[src/bpPkg.sv]
`default_nettype none

package bpPkg;

    // ##############################
    // widths and table sizes
    localparam int addrBits    = 30;
    localparam int histBits    = 8;
    localparam int retDepth    = 8;
    localparam int retIdxBits  = $clog2(retDepth);
    localparam int btbEntries  = 16;
    localparam int btbIdxBits  = $clog2(btbEntries);
    localparam int btbTagBits  = 10;
    localparam int baseEntries = 64;
    localparam int baseIdxBits = $clog2(baseEntries);
    localparam int tagEntries  = 16;
    localparam int tagIdxBits  = $clog2(tagEntries);
    localparam int tagTagBits  = 4;

    typedef logic [addrBits-1:0]    addr_t;     // pc bits 31..2.
    typedef logic [histBits-1:0]    bHist_t;    // newest outcome in bit 0.
    typedef logic [retIdxBits-1:0]  retIdx_t;
    typedef logic [1:0]             ctr_t;      // taken when msb set.
    typedef logic [btbIdxBits-1:0]  btbIdx_t;
    typedef logic [btbTagBits-1:0]  btbTag_t;
    typedef logic [baseIdxBits-1:0] baseIdx_t;
    typedef logic [tagIdxBits-1:0]  tagIdx_t;
    typedef logic [tagTagBits-1:0]  tagTag_t;

    typedef enum logic [1:0] {
        kindCond,
        kindJump,
        kindCall,
        kindRet
    } brKind_t;

    localparam ctr_t ctrWeakNotTaken = 2'd1;
    localparam ctr_t ctrWeakTaken    = 2'd2;

    // ##############################
    // index and tag helpers
    function automatic btbIdx_t btbIndex(addr_t a);
        return a[btbIdxBits-1:0];
    endfunction

    function automatic btbTag_t btbTag(addr_t a);
        return a[btbIdxBits+btbTagBits-1:btbIdxBits];
    endfunction

    function automatic baseIdx_t baseIndex(addr_t a);
        return a[baseIdxBits-1:0];
    endfunction

    function automatic tagIdx_t tagIndex(addr_t a, bHist_t h);
        return a[tagIdxBits-1:0] ^ h[tagIdxBits-1:0];
    endfunction

    function automatic tagTag_t tagTag(addr_t a);
        return a[tagIdxBits+tagTagBits-1:tagIdxBits];
    endfunction

    // saturating move toward the outcome.
    function automatic ctr_t ctrNext(ctr_t c, logic taken);
        if (taken)
            return (c == 2'd3) ? c : c + 2'd1;
        else
            return (c == 2'd0) ? c : c - 2'd1;
    endfunction

endpackage

`default_nettype wire

[src/branchPredictor.sv]
`timescale 1ns/1ns
`default_nettype none

module branchPredictor import bpPkg::*; (
    input  logic        clk,
    input  logic        rst,

    // fetch lookup.
    input  logic        pcValid,
    input  logic [31:0] pc,
    output logic        predTaken,
    output logic [31:0] predTarget,
    output brKind_t     predKind,
    output logic        predHit,
    output bHist_t      history,
    output logic        provider,
    output retIdx_t     retIdx,

    // execute target update.
    input  logic        btUpdValid,
    input  logic [31:0] btUpdPc,
    input  logic [31:0] btUpdTarget,
    input  brKind_t     btUpdKind,

    // commit direction update.
    input  logic        bpUpdValid,
    input  logic [31:0] bpUpdPc,
    input  bHist_t      bpUpdHistory,
    input  logic        bpUpdTaken,
    input  logic        bpUpdPredTaken,
    input  logic        bpUpdProvider,

    // mispredict restore.
    input  logic        mispr,
    input  bHist_t      misprHist,
    input  retIdx_t     misprRetIdx
);

    addr_t   fetchAddr;
    addr_t   retAddr;
    bHist_t  gHistory;

    logic    btbHit;
    addr_t   btbTarget;
    brKind_t btbKind;

    logic    dirTaken;
    logic    dirProvider;

    addr_t   retTop;
    retIdx_t retCurIdx;
    logic    retPush;
    logic    retPop;

    logic    condHit;
    logic    dirUpdValid;

    assign fetchAddr = pc[31:2];
    assign retAddr   = fetchAddr + addr_t'(1); // pc plus 4.

    // ##############################
    // tables
    branchTargetBuffer btb (
        .clk         (clk),
        .rst         (rst),
        .lookupValid (pcValid),
        .lookupAddr  (fetchAddr),
        .hit         (btbHit),
        .target      (btbTarget),
        .kind        (btbKind),
        .updValid    (btUpdValid),
        .updAddr     (btUpdPc[31:2]),
        .updTarget   (btUpdTarget[31:2]),
        .updKind     (btUpdKind)
    );

    // stale commits are dropped while a mispredict restores state.
    assign dirUpdValid = bpUpdValid && !mispr;

    taggedPredictor tagPred (
        .clk          (clk),
        .rst          (rst),
        .predAddr     (fetchAddr),
        .predHist     (gHistory),
        .predTaken    (dirTaken),
        .provider     (dirProvider),
        .updValid     (dirUpdValid),
        .updAddr      (bpUpdPc[31:2]),
        .updHist      (bpUpdHistory),
        .updTaken     (bpUpdTaken),
        .updPredTaken (bpUpdPredTaken),
        .updProvider  (bpUpdProvider)
    );

    assign retPush = btbHit && (btbKind == kindCall);
    assign retPop  = btbHit && (btbKind == kindRet);

    returnStack retStack (
        .clk      (clk),
        .rst      (rst),
        .push     (retPush),
        .pushAddr (retAddr),
        .pop      (retPop),
        .setIdx   (mispr),
        .idx      (misprRetIdx),
        .topAddr  (retTop),
        .curIdx   (retCurIdx)
    );

    // ##############################
    // selection
    always_comb begin
        predTaken  = 1'b0;
        predTarget = {btbTarget, 2'b00};
        case (btbKind)
            kindCond: predTaken = btbHit && dirTaken;
            kindJump,
            kindCall: predTaken = btbHit;
            kindRet: begin
                predTaken  = btbHit;
                predTarget = {retTop, 2'b00}; // stack top.
            end
        endcase
    end

    assign predHit  = btbHit;
    assign predKind = btbKind;
    assign provider = dirProvider;
    assign retIdx   = retCurIdx;
    assign history  = gHistory;

    // ##############################
    // speculative history
    assign condHit = btbHit && (btbKind == kindCond);

    always_ff @(posedge clk) begin
        if (rst) begin
            gHistory <= '0;
        end else if (mispr) begin
            gHistory <= misprHist;
        end else if (condHit) begin
            gHistory <= {gHistory[histBits-2:0], predTaken};
        end
    end

endmodule

`default_nettype wire

[src/branchTargetBuffer.sv]
`timescale 1ns/1ns
`default_nettype none

module branchTargetBuffer import bpPkg::*; (
    input  logic    clk,
    input  logic    rst,

    input  logic    lookupValid,
    input  addr_t   lookupAddr,
    output logic    hit,
    output addr_t   target,
    output brKind_t kind,

    input  logic    updValid,
    input  addr_t   updAddr,
    input  addr_t   updTarget,
    input  brKind_t updKind
);

    logic [btbEntries-1:0] entryValid;
    btbTag_t               entryTag    [btbEntries];
    addr_t                 entryTarget [btbEntries];
    brKind_t               entryKind   [btbEntries];

    // ##############################
    // lookup
    btbIdx_t lookupIdx;
    btbTag_t lookupTag;
    logic    tagMatch;

    assign lookupIdx = btbIndex(lookupAddr);
    assign lookupTag = btbTag(lookupAddr);
    assign tagMatch  = (entryTag[lookupIdx] == lookupTag);

    assign hit    = lookupValid && entryValid[lookupIdx] && tagMatch;
    assign target = entryTarget[lookupIdx];
    assign kind   = entryKind[lookupIdx];

    // ##############################
    // install
    btbIdx_t updIdx;

    assign updIdx = btbIndex(updAddr);

    always_ff @(posedge clk) begin
        if (rst) begin
            entryValid <= '0;
        end else if (updValid) begin
            entryValid[updIdx] <= 1'b1;
        end
    end

    // payload, overwritten on every install.
    always_ff @(posedge clk) begin
        if (updValid) begin
            entryTag[updIdx]    <= btbTag(updAddr);
            entryTarget[updIdx] <= updTarget;
            entryKind[updIdx]   <= updKind;
        end
    end

endmodule

`default_nettype wire

[src/returnStack.sv]
`timescale 1ns/1ns
`default_nettype none

module returnStack import bpPkg::*; (
    input  logic    clk,
    input  logic    rst,

    input  logic    push,
    input  addr_t   pushAddr,
    input  logic    pop,

    // mispredict restore.
    input  logic    setIdx,
    input  retIdx_t idx,

    output addr_t   topAddr,
    output retIdx_t curIdx
);

    addr_t   stackMem [retDepth];
    retIdx_t ptr;
    retIdx_t pushIdx;
    retIdx_t popIdx;

    // pointer wraps, oldest entries get overwritten.
    assign pushIdx = ptr + retIdx_t'(1);
    assign popIdx  = ptr - retIdx_t'(1);

    assign curIdx  = ptr;
    assign topAddr = stackMem[ptr];

    // ##############################
    // pointer
    always_ff @(posedge clk) begin
        if (rst) begin
            ptr <= '0;
        end else if (setIdx) begin
            ptr <= idx;
        end else if (push) begin
            ptr <= pushIdx;
        end else if (pop) begin
            ptr <= popIdx;
        end
    end

    // ##############################
    // storage
    always_ff @(posedge clk) begin
        if (push && !setIdx) begin
            stackMem[pushIdx] <= pushAddr;
        end
    end

endmodule

`default_nettype wire

[src/taggedPredictor.sv]
`timescale 1ns/1ns
`default_nettype none

module taggedPredictor import bpPkg::*; (
    input  logic   clk,
    input  logic   rst,

    // fetch side lookup.
    input  addr_t  predAddr,
    input  bHist_t predHist,
    output logic   predTaken,
    output logic   provider,

    // commit side update.
    input  logic   updValid,
    input  addr_t  updAddr,
    input  bHist_t updHist,
    input  logic   updTaken,
    input  logic   updPredTaken,
    input  logic   updProvider
);

    ctr_t                  baseCtr   [baseEntries];
    logic [tagEntries-1:0] tagValid;
    tagTag_t               tagTagMem [tagEntries];
    ctr_t                  tagCtr    [tagEntries];

    // ##############################
    // lookup
    baseIdx_t predBaseIdx;
    tagIdx_t  predTagIdx;
    logic     predTagHit;

    assign predBaseIdx = baseIndex(predAddr);
    assign predTagIdx  = tagIndex(predAddr, predHist);
    assign predTagHit  = tagValid[predTagIdx] &&
                         (tagTagMem[predTagIdx] == tagTag(predAddr));

    assign provider  = predTagHit;
    assign predTaken = predTagHit ? tagCtr[predTagIdx][1] : baseCtr[predBaseIdx][1];

    // ##############################
    // update
    baseIdx_t updBaseIdx;
    tagIdx_t  updTagIdx;
    tagTag_t  updTag;
    logic     updTagHit;
    logic     updMispred;
    logic     updAlloc;

    // index with the history the branch saw at fetch.
    assign updBaseIdx = baseIndex(updAddr);
    assign updTagIdx  = tagIndex(updAddr, updHist);
    assign updTag     = tagTag(updAddr);
    assign updTagHit  = tagValid[updTagIdx] && (tagTagMem[updTagIdx] == updTag);
    assign updMispred = (updTaken != updPredTaken);
    assign updAlloc   = !updTagHit && updMispred && !updProvider;

    always_ff @(posedge clk) begin
        if (rst) begin
            for (int i = 0; i < baseEntries; i++) begin
                baseCtr[i] <= ctrWeakNotTaken;
            end
        end else if (updValid) begin
            baseCtr[updBaseIdx] <= ctrNext(baseCtr[updBaseIdx], updTaken);
        end
    end

    always_ff @(posedge clk) begin
        if (rst) begin
            tagValid <= '0;
        end else if (updValid && updAlloc) begin
            tagValid[updTagIdx] <= 1'b1;
        end
    end

    always_ff @(posedge clk) begin
        if (updValid) begin
            if (updTagHit) begin
                tagCtr[updTagIdx] <= ctrNext(tagCtr[updTagIdx], updTaken);
            end else if (updAlloc) begin
                tagTagMem[updTagIdx] <= updTag;
                tagCtr[updTagIdx]    <= updTaken ? ctrWeakTaken : ctrWeakNotTaken; // weak start.
            end
        end
    end

endmodule

`default_nettype wire
[config.mk]
export PLATFORM = sky130hd
export DESIGN_NAME = branchPredictor
export DESIGN_NICKNAME = d
export VERILOG_FILES = /design/src/bpPkg.sv /design/src/branchPredictor.sv /design/src/branchTargetBuffer.sv /design/src/returnStack.sv /design/src/taggedPredictor.sv
export SDC_FILE = /design/constraint.sdc
export NUM_CORES = 1
export LEC_CHECK = 0
export BUFFER_PORTS_ARGS = -buffer_cell sky130_fd_sc_hd__buf_2
export CAP_MARGIN = 10
export CORE_MARGIN = 8
export CORE_UTILIZATION = 50
export CTS_CLUSTER_DIAMETER = 200
export DETAILED_ROUTE_END_ITERATION = 16
export GPL_TIMING_DRIVEN = 0
export PLACE_DENSITY = 0.67
export SKIP_LAST_GASP = 1
export SYNTH_ARGS = -nofsm -noshare
export SYNTH_HDL_FRONTEND = slang
export SYNTH_HIERARCHICAL = 1
export SYNTH_SLANG_ARGS = --single-unit
[constraint.sdc]
create_clock -name clk -period 20.6 [get_ports clk]
set_clock_uncertainty 0.15 [all_clocks]
set_input_delay 6.18 -clock clk [delete_from_list [all_inputs] [get_ports clk]]
set_output_delay 6.18 -clock clk [all_outputs]
set_load 0.005 [all_outputs]
== After elaboration in Yosys (flattened, before gate mapping) ==
Memories as Yosys holds them, arrays and structs flattened. A register that Yosys moved wholly into a read port is not among the register bits.
Cells that the tools add are included.

* Add/sub/neg operators: 7
* Order comparisons: 6
* Equality and inequality tests: 9
* Mux-type cells: 51
* Bitwise logic cells: 5
* Reductions and logical operators: 25

{| class="wikitable"
|+ Operators with widths
! kind !! number
|-
| 32-bit two-way mux || 1
|-
| 16-bit bitwise OR || 2
|-
| 30-bit by 1-bit adder with 30-bit output (second input constant) || 1
|-
| 2-bit two-way mux || 13
|-
| 1-bit two-way mux || 23
|-
| 4-bit by 5-bit < comparator with 1-bit output (second input constant) || 4
|-
| 8-bit two-way mux || 2
|-
| 1-bit logical AND || 15
|-
| 3-bit two-way mux || 5
|-
| 1-bit binary-select mux with 4-bit select || 3
|-
| 10-bit equality test || 1
|-
| 1-bit demux with 4-bit select || 2
|-
| 2-bit equality test (second input constant) || 4
|-
| 4-bit equality test || 2
|-
| 4-bit by 1-bit >= comparator with 1-bit output (second input constant) || 2
|-
| 4-bit XOR || 2
|-
| 2-bit zero test || 3
|-
| 6-bit two-way mux || 1
|-
| 2-bit by 1-bit adder with 2-bit output (second input constant) || 2
|-
| 2-bit by 1-bit subtractor with 2-bit output (second input constant) || 2
|-
| 3-bit by 1-bit adder with 3-bit output (second input constant) || 1
|-
| 1-bit zero test || 3
|-
| 3-bit nonzero test || 1
|-
| 3-bit OR reduction || 1
|-
| 7 further kinds || 7
|}

* Register bits after elaboration: 43
* Bits in writable memories: 1136
* Input port bits: 158
* Output and inout port bits: 48
* Word-level logic and storage cells: 114
* Memories kept: 7

{| class="wikitable"
|+ Memory list
! name !! words !! bits a word !! read ports !! clocked after Yosys merged registers in !! write ports !! line !! RTL
|-
| btb.entryTarget || 16 || 30 || 1 || 0 || 1 || branchTargetBuffer.sv:22 || <nowiki>addr_t entryTarget [btbEntries];</nowiki>
|-
| retStack.stackMem || 8 || 30 || 1 || 1 || 1 || returnStack.sv:20 || <nowiki>addr_t stackMem [retDepth];</nowiki>
|-
| btb.entryTag || 16 || 10 || 1 || 0 || 1 || branchTargetBuffer.sv:21 || <nowiki>btbTag_t entryTag [btbEntries];</nowiki>
|-
| tagPred.baseCtr || 64 || 2 || 2 || 0 || 64 || taggedPredictor.sv:23 || <nowiki>ctr_t baseCtr [baseEntries];</nowiki>
|-
| tagPred.tagTagMem || 16 || 4 || 2 || 0 || 1 || taggedPredictor.sv:25 || <nowiki>tagTag_t tagTagMem [tagEntries];</nowiki>
|-
| btb.entryKind || 16 || 2 || 1 || 0 || 1 || branchTargetBuffer.sv:23 || <nowiki>brKind_t entryKind [btbEntries];</nowiki>
|-
| 1 more memories || n/a || n/a || n/a || n/a || n/a || n/a ||
|}

== Longest topological paths before layout ==
* Depth in word-level cells: 12
* Gate-level depth with buffers: 13
* Depth with buffers taken out: 10

== Hierarchy ==
The synthesis kept the hierarchy.

{| class="wikitable"
|+ By module, submodules not included
! module !! instances !! cells each !! area each (um^2) !! sequential area each (um^2)
|-
| branchTargetBuffer || 1 || 1086 || 26151.3 || 20499.7
|-
| taggedPredictor || 1 || 951 || 12817.3 || 7046.8
|-
| returnStack || 1 || 392 || 9586.7 || 7327.0
|-
| branchPredictor || 1 || 160 || 1385.1 || 160.2
|}

== Worst setup path after synthesis ==
Ideal clock, no wire load.

* Path type: in2out
* Start: input port pc[3]
* End: output port predTaken
* Arrival: 8972 ps
* Required time: 14270 ps
* Setup slack: 5298 ps
* Stages on the path: 11
* Buffers on the path: 3
* Path through: buf_4 > xor2_2 > buf_4 > buf_2 > mux4_1 > or2_2 > a211oi_1 > o221ai_1 > a211oi_2 > mux2_1 > o31a_1

* Longest elaborated chain between the ends: 7
* Elaborated cells between the ends (all ways): 23
* Classes of those cells: eq/ne: 5; mux: 6; bitwise: 1; reduce/logical: 6; memory: 5

{| class="wikitable"
|+ Ends and longest elaborated chain
! what !! line !! RTL
|-
| start, declared || branchPredictor.sv:10 || <nowiki>input logic [31:0] pc,</nowiki>
|-
| 4-bit XOR * || bpPkg.sv:55 || <nowiki>return a[tagIdxBits-1:0] ^ h[tagIdxBits-1:0];</nowiki>
|-
| memory read 16 x 4 bit / 1-bit binary-select mux with 4-bit select (equally long branches) || n/a ||
|-
| 4-bit equality test / 1-bit two-way mux (equally long branches) || taggedPredictor.sv:37, taggedPredictor.sv:36 ||
|-
| 1-bit logical AND * || taggedPredictor.sv:36 || <nowiki>assign predTagHit = tagValid[predTagIdx] &&</nowiki>
|-
| named net provider || branchPredictor.sv:16 || <nowiki>output logic provider,</nowiki>
|-
| 1-bit two-way mux * || taggedPredictor.sv:40 || <nowiki>assign predTaken = predTagHit ? tagCtr[predTagIdx][1] : baseCtr[predBaseIdx][1];</nowiki>
|-
| named net dirTaken || branchPredictor.sv:47 || <nowiki>logic dirTaken;</nowiki>
|-
| 1-bit logical AND * || branchPredictor.sv:116 || <nowiki>kindCond: predTaken = btbHit && dirTaken;</nowiki>
|-
| 1-bit one-hot mux with 2 select lines * || branchPredictor.sv:115 || <nowiki>case (btbKind)</nowiki>
|-
| end, declared || branchPredictor.sv:11 || <nowiki>output logic predTaken,</nowiki>
|}

Mark *: on every way through the listed nets, which the timed path passes. The rest lies on a longest branch. The select of a mux whose other input is x is not followed.

== Worst setup path after layout ==
* Start: input port pc[3]
* End: output port predTarget[6]

* Longest elaborated chain between the ends: 3
* Elaborated cells between the ends (all ways): 4
* Classes of those cells: eq/ne: 1; mux: 1; memory: 2

{| class="wikitable"
|+ Ends and longest elaborated chain
! what !! line !! RTL
|-
| memory read 16 x 2 bit || n/a ||
|-
| 2-bit equality test || branchPredictor.sv:115 ||
|-
| 32-bit two-way mux * || branchPredictor.sv:115 ||
|-
| end, declared || branchPredictor.sv:12 || <nowiki>output logic [31:0] predTarget,</nowiki>
|}

Every way passes the cells marked *; elsewhere a longest branch is shown, timed or not.

==> summary.md <==
| Metric | Value |
|---|---|
| Peak supply drop | `0.0000803 V` |
| Routed WL | `131,000 µm` |
| Average cell area after synthesis | `19.3 µm²` |
| Worst-Margin Slew | `1.41 ns` |
| Total of max-cap violations | `0` |
| Fraction of synthesized area in multiplexers | `19.3%` |
| Setup violators final | `0` |
| Register area share after synthesis | `70.2%` |
| Ports | `206` |
| ANT nets after route | `0` |
| HP Class | `reg2reg` |
| WP data arrival | `around 11 ns` |
| Crit share post-route | `between 80 and 90%` |
| Synth Area in Compound Gates | `about 2.1%` |
| R2R Setup Slk | `15.24 ns` |
| Setup CP Type | `in2out` |
| Post-Syn Area | `roughly 50,000 µm²` |
| Commonest non-fill, non-tap cells in the layout | `edfxtp_1, mux4_2, buf_2` |
| Skew-Pair Late Insertion Delay | `~0.73 ns` |
| Root Buffer | `clkbuf_16` |
| Routed vias/inst | `6.27` |
| Synthesized instance count | `2,589` |
| CTS Sinks | `between 1,000 and 1,500` |
| Slew margin rel. | `5.39%` |
| Vias | `around 27,000` |
| Residual DRC | `0` |
| Share of cells above drive strength 1 | `29.6%` |
| Xor and xnor area share after synthesis | `1.03%` |
| EDFF count, synth | `1,136` |
| GRT Util Overall | `a little under a quarter` |
| Die Span Y | `332 µm` |
| Top_reg_cell synth | `edfxtp_1` |
| Wire length per cell | `about 30 µm` |
| Initial antenna violation count | `20` |
| Inserted Clock Buffers | `about 120` |
| Pleak | `about 19 nW` |
| Final layout net count | `between 3,000 and 4,000` |
| Synth Warn # | `6` |
| Global-route wire length before repair | `between 150,000 and 200,000 µm` |
| Gr ovfl total | `0` |
| Synth Area in Adders | `0.118%` |
| TritonRoute pass-1 iters | `5` |
| Initial Util | `50.2%` |
| Fin Hold WS | `0.317 ns` |
| Startpoint Class | `input pin` |
| Layout Utilization | `between 50 and 60%` |
| Simple-gate share of the synthesized area | `between 5 and 6%` |
| Pwr Density | `91.1 nW/µm²` |
| CTS tree | `done` |
| Post-layout minimum cycle time | `16.90 ns` |
| GPL Wtd Cong | `~0.9` |
| Area added between synthesis and finish | `15.2%` |
| Core ar. | `99,600 µm²` |
| IO Port Bufs | `between 100 and 150` |
| Synth cell types | `84` |
| Die W | `approximately 330 µm` |
| CP max FO | `10` |
| H-tree levels | `3` |
| Hold-fix buffer count after cts | `0` |
| Leading cell type in the layout, fill and taps excluded | `edfxtp_1` |
| Final Hold Vio Count | `0` |
| Async SR Flop Fraction | `0%` |
| Max Freq | `59.2 MHz` |
| Slew Viols, Final | `0` |
| Clk buf depth | `3` |
| Worst EP required | `about 14 ns` |
| Power, Total | `5.24 mW` |
| CP endpoint kind | `output pin` |
| Row count | `116` |
| Largest net degree at the start of global routing | `24` |
| Worst-path clk slew | `0.06 ns` |
| Vias in the first global route | `~28,000` |
| Initial DRC count | `3,132` |
| Die area | `between 100,000 and 150,000 µm²` |
| Setup_tns | `0 ns` |
| Postcts setup bufs | `0` |
| Yosys reg bits | `between 1,000 and 1,500` |
| Post-detail-place hpwl | `91,100 µm` |
| Post-CTS Resized | `0` |
| Status | `finished, final reports clean` |
| RSZ-0062 raised after global routing | `false` |
| Main combinational cell family by area after synthesis | `multiplexers` |
metal layers:
metal,GRT usage [%],vias up,part of all wire [%]
met4,7.07,8,2.9
met5,0,-,0.040
met1,32.8,14200,40
met3,4.35,220,9.3
met2,37.3,1457,48
li1,-,11400,-
area by class of cell:
cell class                 instances  area (µm²)
buffer                           157         827
fill                            7332       42000
inverter                          30         113
tap                             1298        1620
multi-input combinational       1221       14100
antenna                           11        27.5
clock buffer                     149        3110
sequential                      1182       35000
timing repair buffer             234        1940
clock inverter                    70         753
path summary, 6_finish.rpt:
kind / from / to / cells after the start
max: pc[3] / predTarget[6] / 10
min: btb/entryValid[11] / btb/entryValid[11] / 2
max reg2reg: btb/entryTag[13][1] / retStack/stackMem[1][18] / 13
min reg2reg: btb/entryValid[11] / btb/entryValid[11] / 2
synthesized netlist by cell type, drive strengths merged, types with 4 or more instances:
cell type  instances  share of area, %
a22oi             20              0.30
o22ai             12              0.15
nor3b              9              0.15
mux2              78               1.8
nand3             75              0.76
clkbuf            68              0.51
nand2             83              0.62
nand3b            10              0.15
and3              12              0.15
or2               31              0.39
mux2i             73               1.5
o21bai             6             0.090
buf               89               1.1
nor4               8              0.14
a21o              22              0.33
edfxtp          1136                68
dfxtp             46               1.8
nor2b             13              0.16
nand4             12              0.19
a221oi             4             0.070
nand2b            31              0.39
o32ai             16              0.28
mux4             345                16
a31oi              5             0.075
a21oi              9             0.090
inv               30              0.23
a211oi             6              0.11
o211ai             9              0.14
xnor2             28              0.49
or3                4             0.050
nor2             120              0.91
o21ai             11              0.11
xor2              25              0.54
nor3              97              0.99
metrics by stage:
step	setup slack (ns)	area [µm²]	std cells
2_1_floorplan	5.30	49900	2590
3_3_place_gp	3.77	52300	4037
3_5_place_dp	3.75	53600	4121
4_1_cts	3.72	57500	4340
5_1_grt	3.51	57500	4344
6_report	3.70	57500	4352
registers in the layout, summed over array words and instances (netlist names), 8 cells and up, named ones only:
signal / cells
btb/entryKind: 32
btb/entryTag: 160
btb/entryTarget: 480
btb/entryValid: 16
history: 8
retStack/stackMem: 240
tagPred/baseCtr: 128
tagPred/tagCtr: 32
tagPred/tagTagMem: 64
tagPred/tagValid: 16
worst max-delay path: stages:
cell and delay, ns:
buf_2 0.25, buf_4 0.27, clkbuf_1 0.54, clkbuf_1 0.80, mux4_2 0.42, mux4_2 0.64
nand2_1 0.27, clkbuf_1 0.53, mux2_2 0.49, buf_2 0.16
kinds of logic after synthesis:
kind of cell / after synthesis
buffers and inverters: 187
AOI/OAI and AO/OA: 142
and+or+nand+nor: 523
DFF: 1182
other: 1
adders and majority gates: 5
muxes: 496
xor gates and xnor gates: 53
power by group:
group / internal, mW / switching (mW)
Clock: 1.22 / 0.907
Sequential: 2.67 / 0.0125
Combinational: 0.170 / 0.256
Total: 4.07 / 1.18
(Power assumes the default switching activity.)
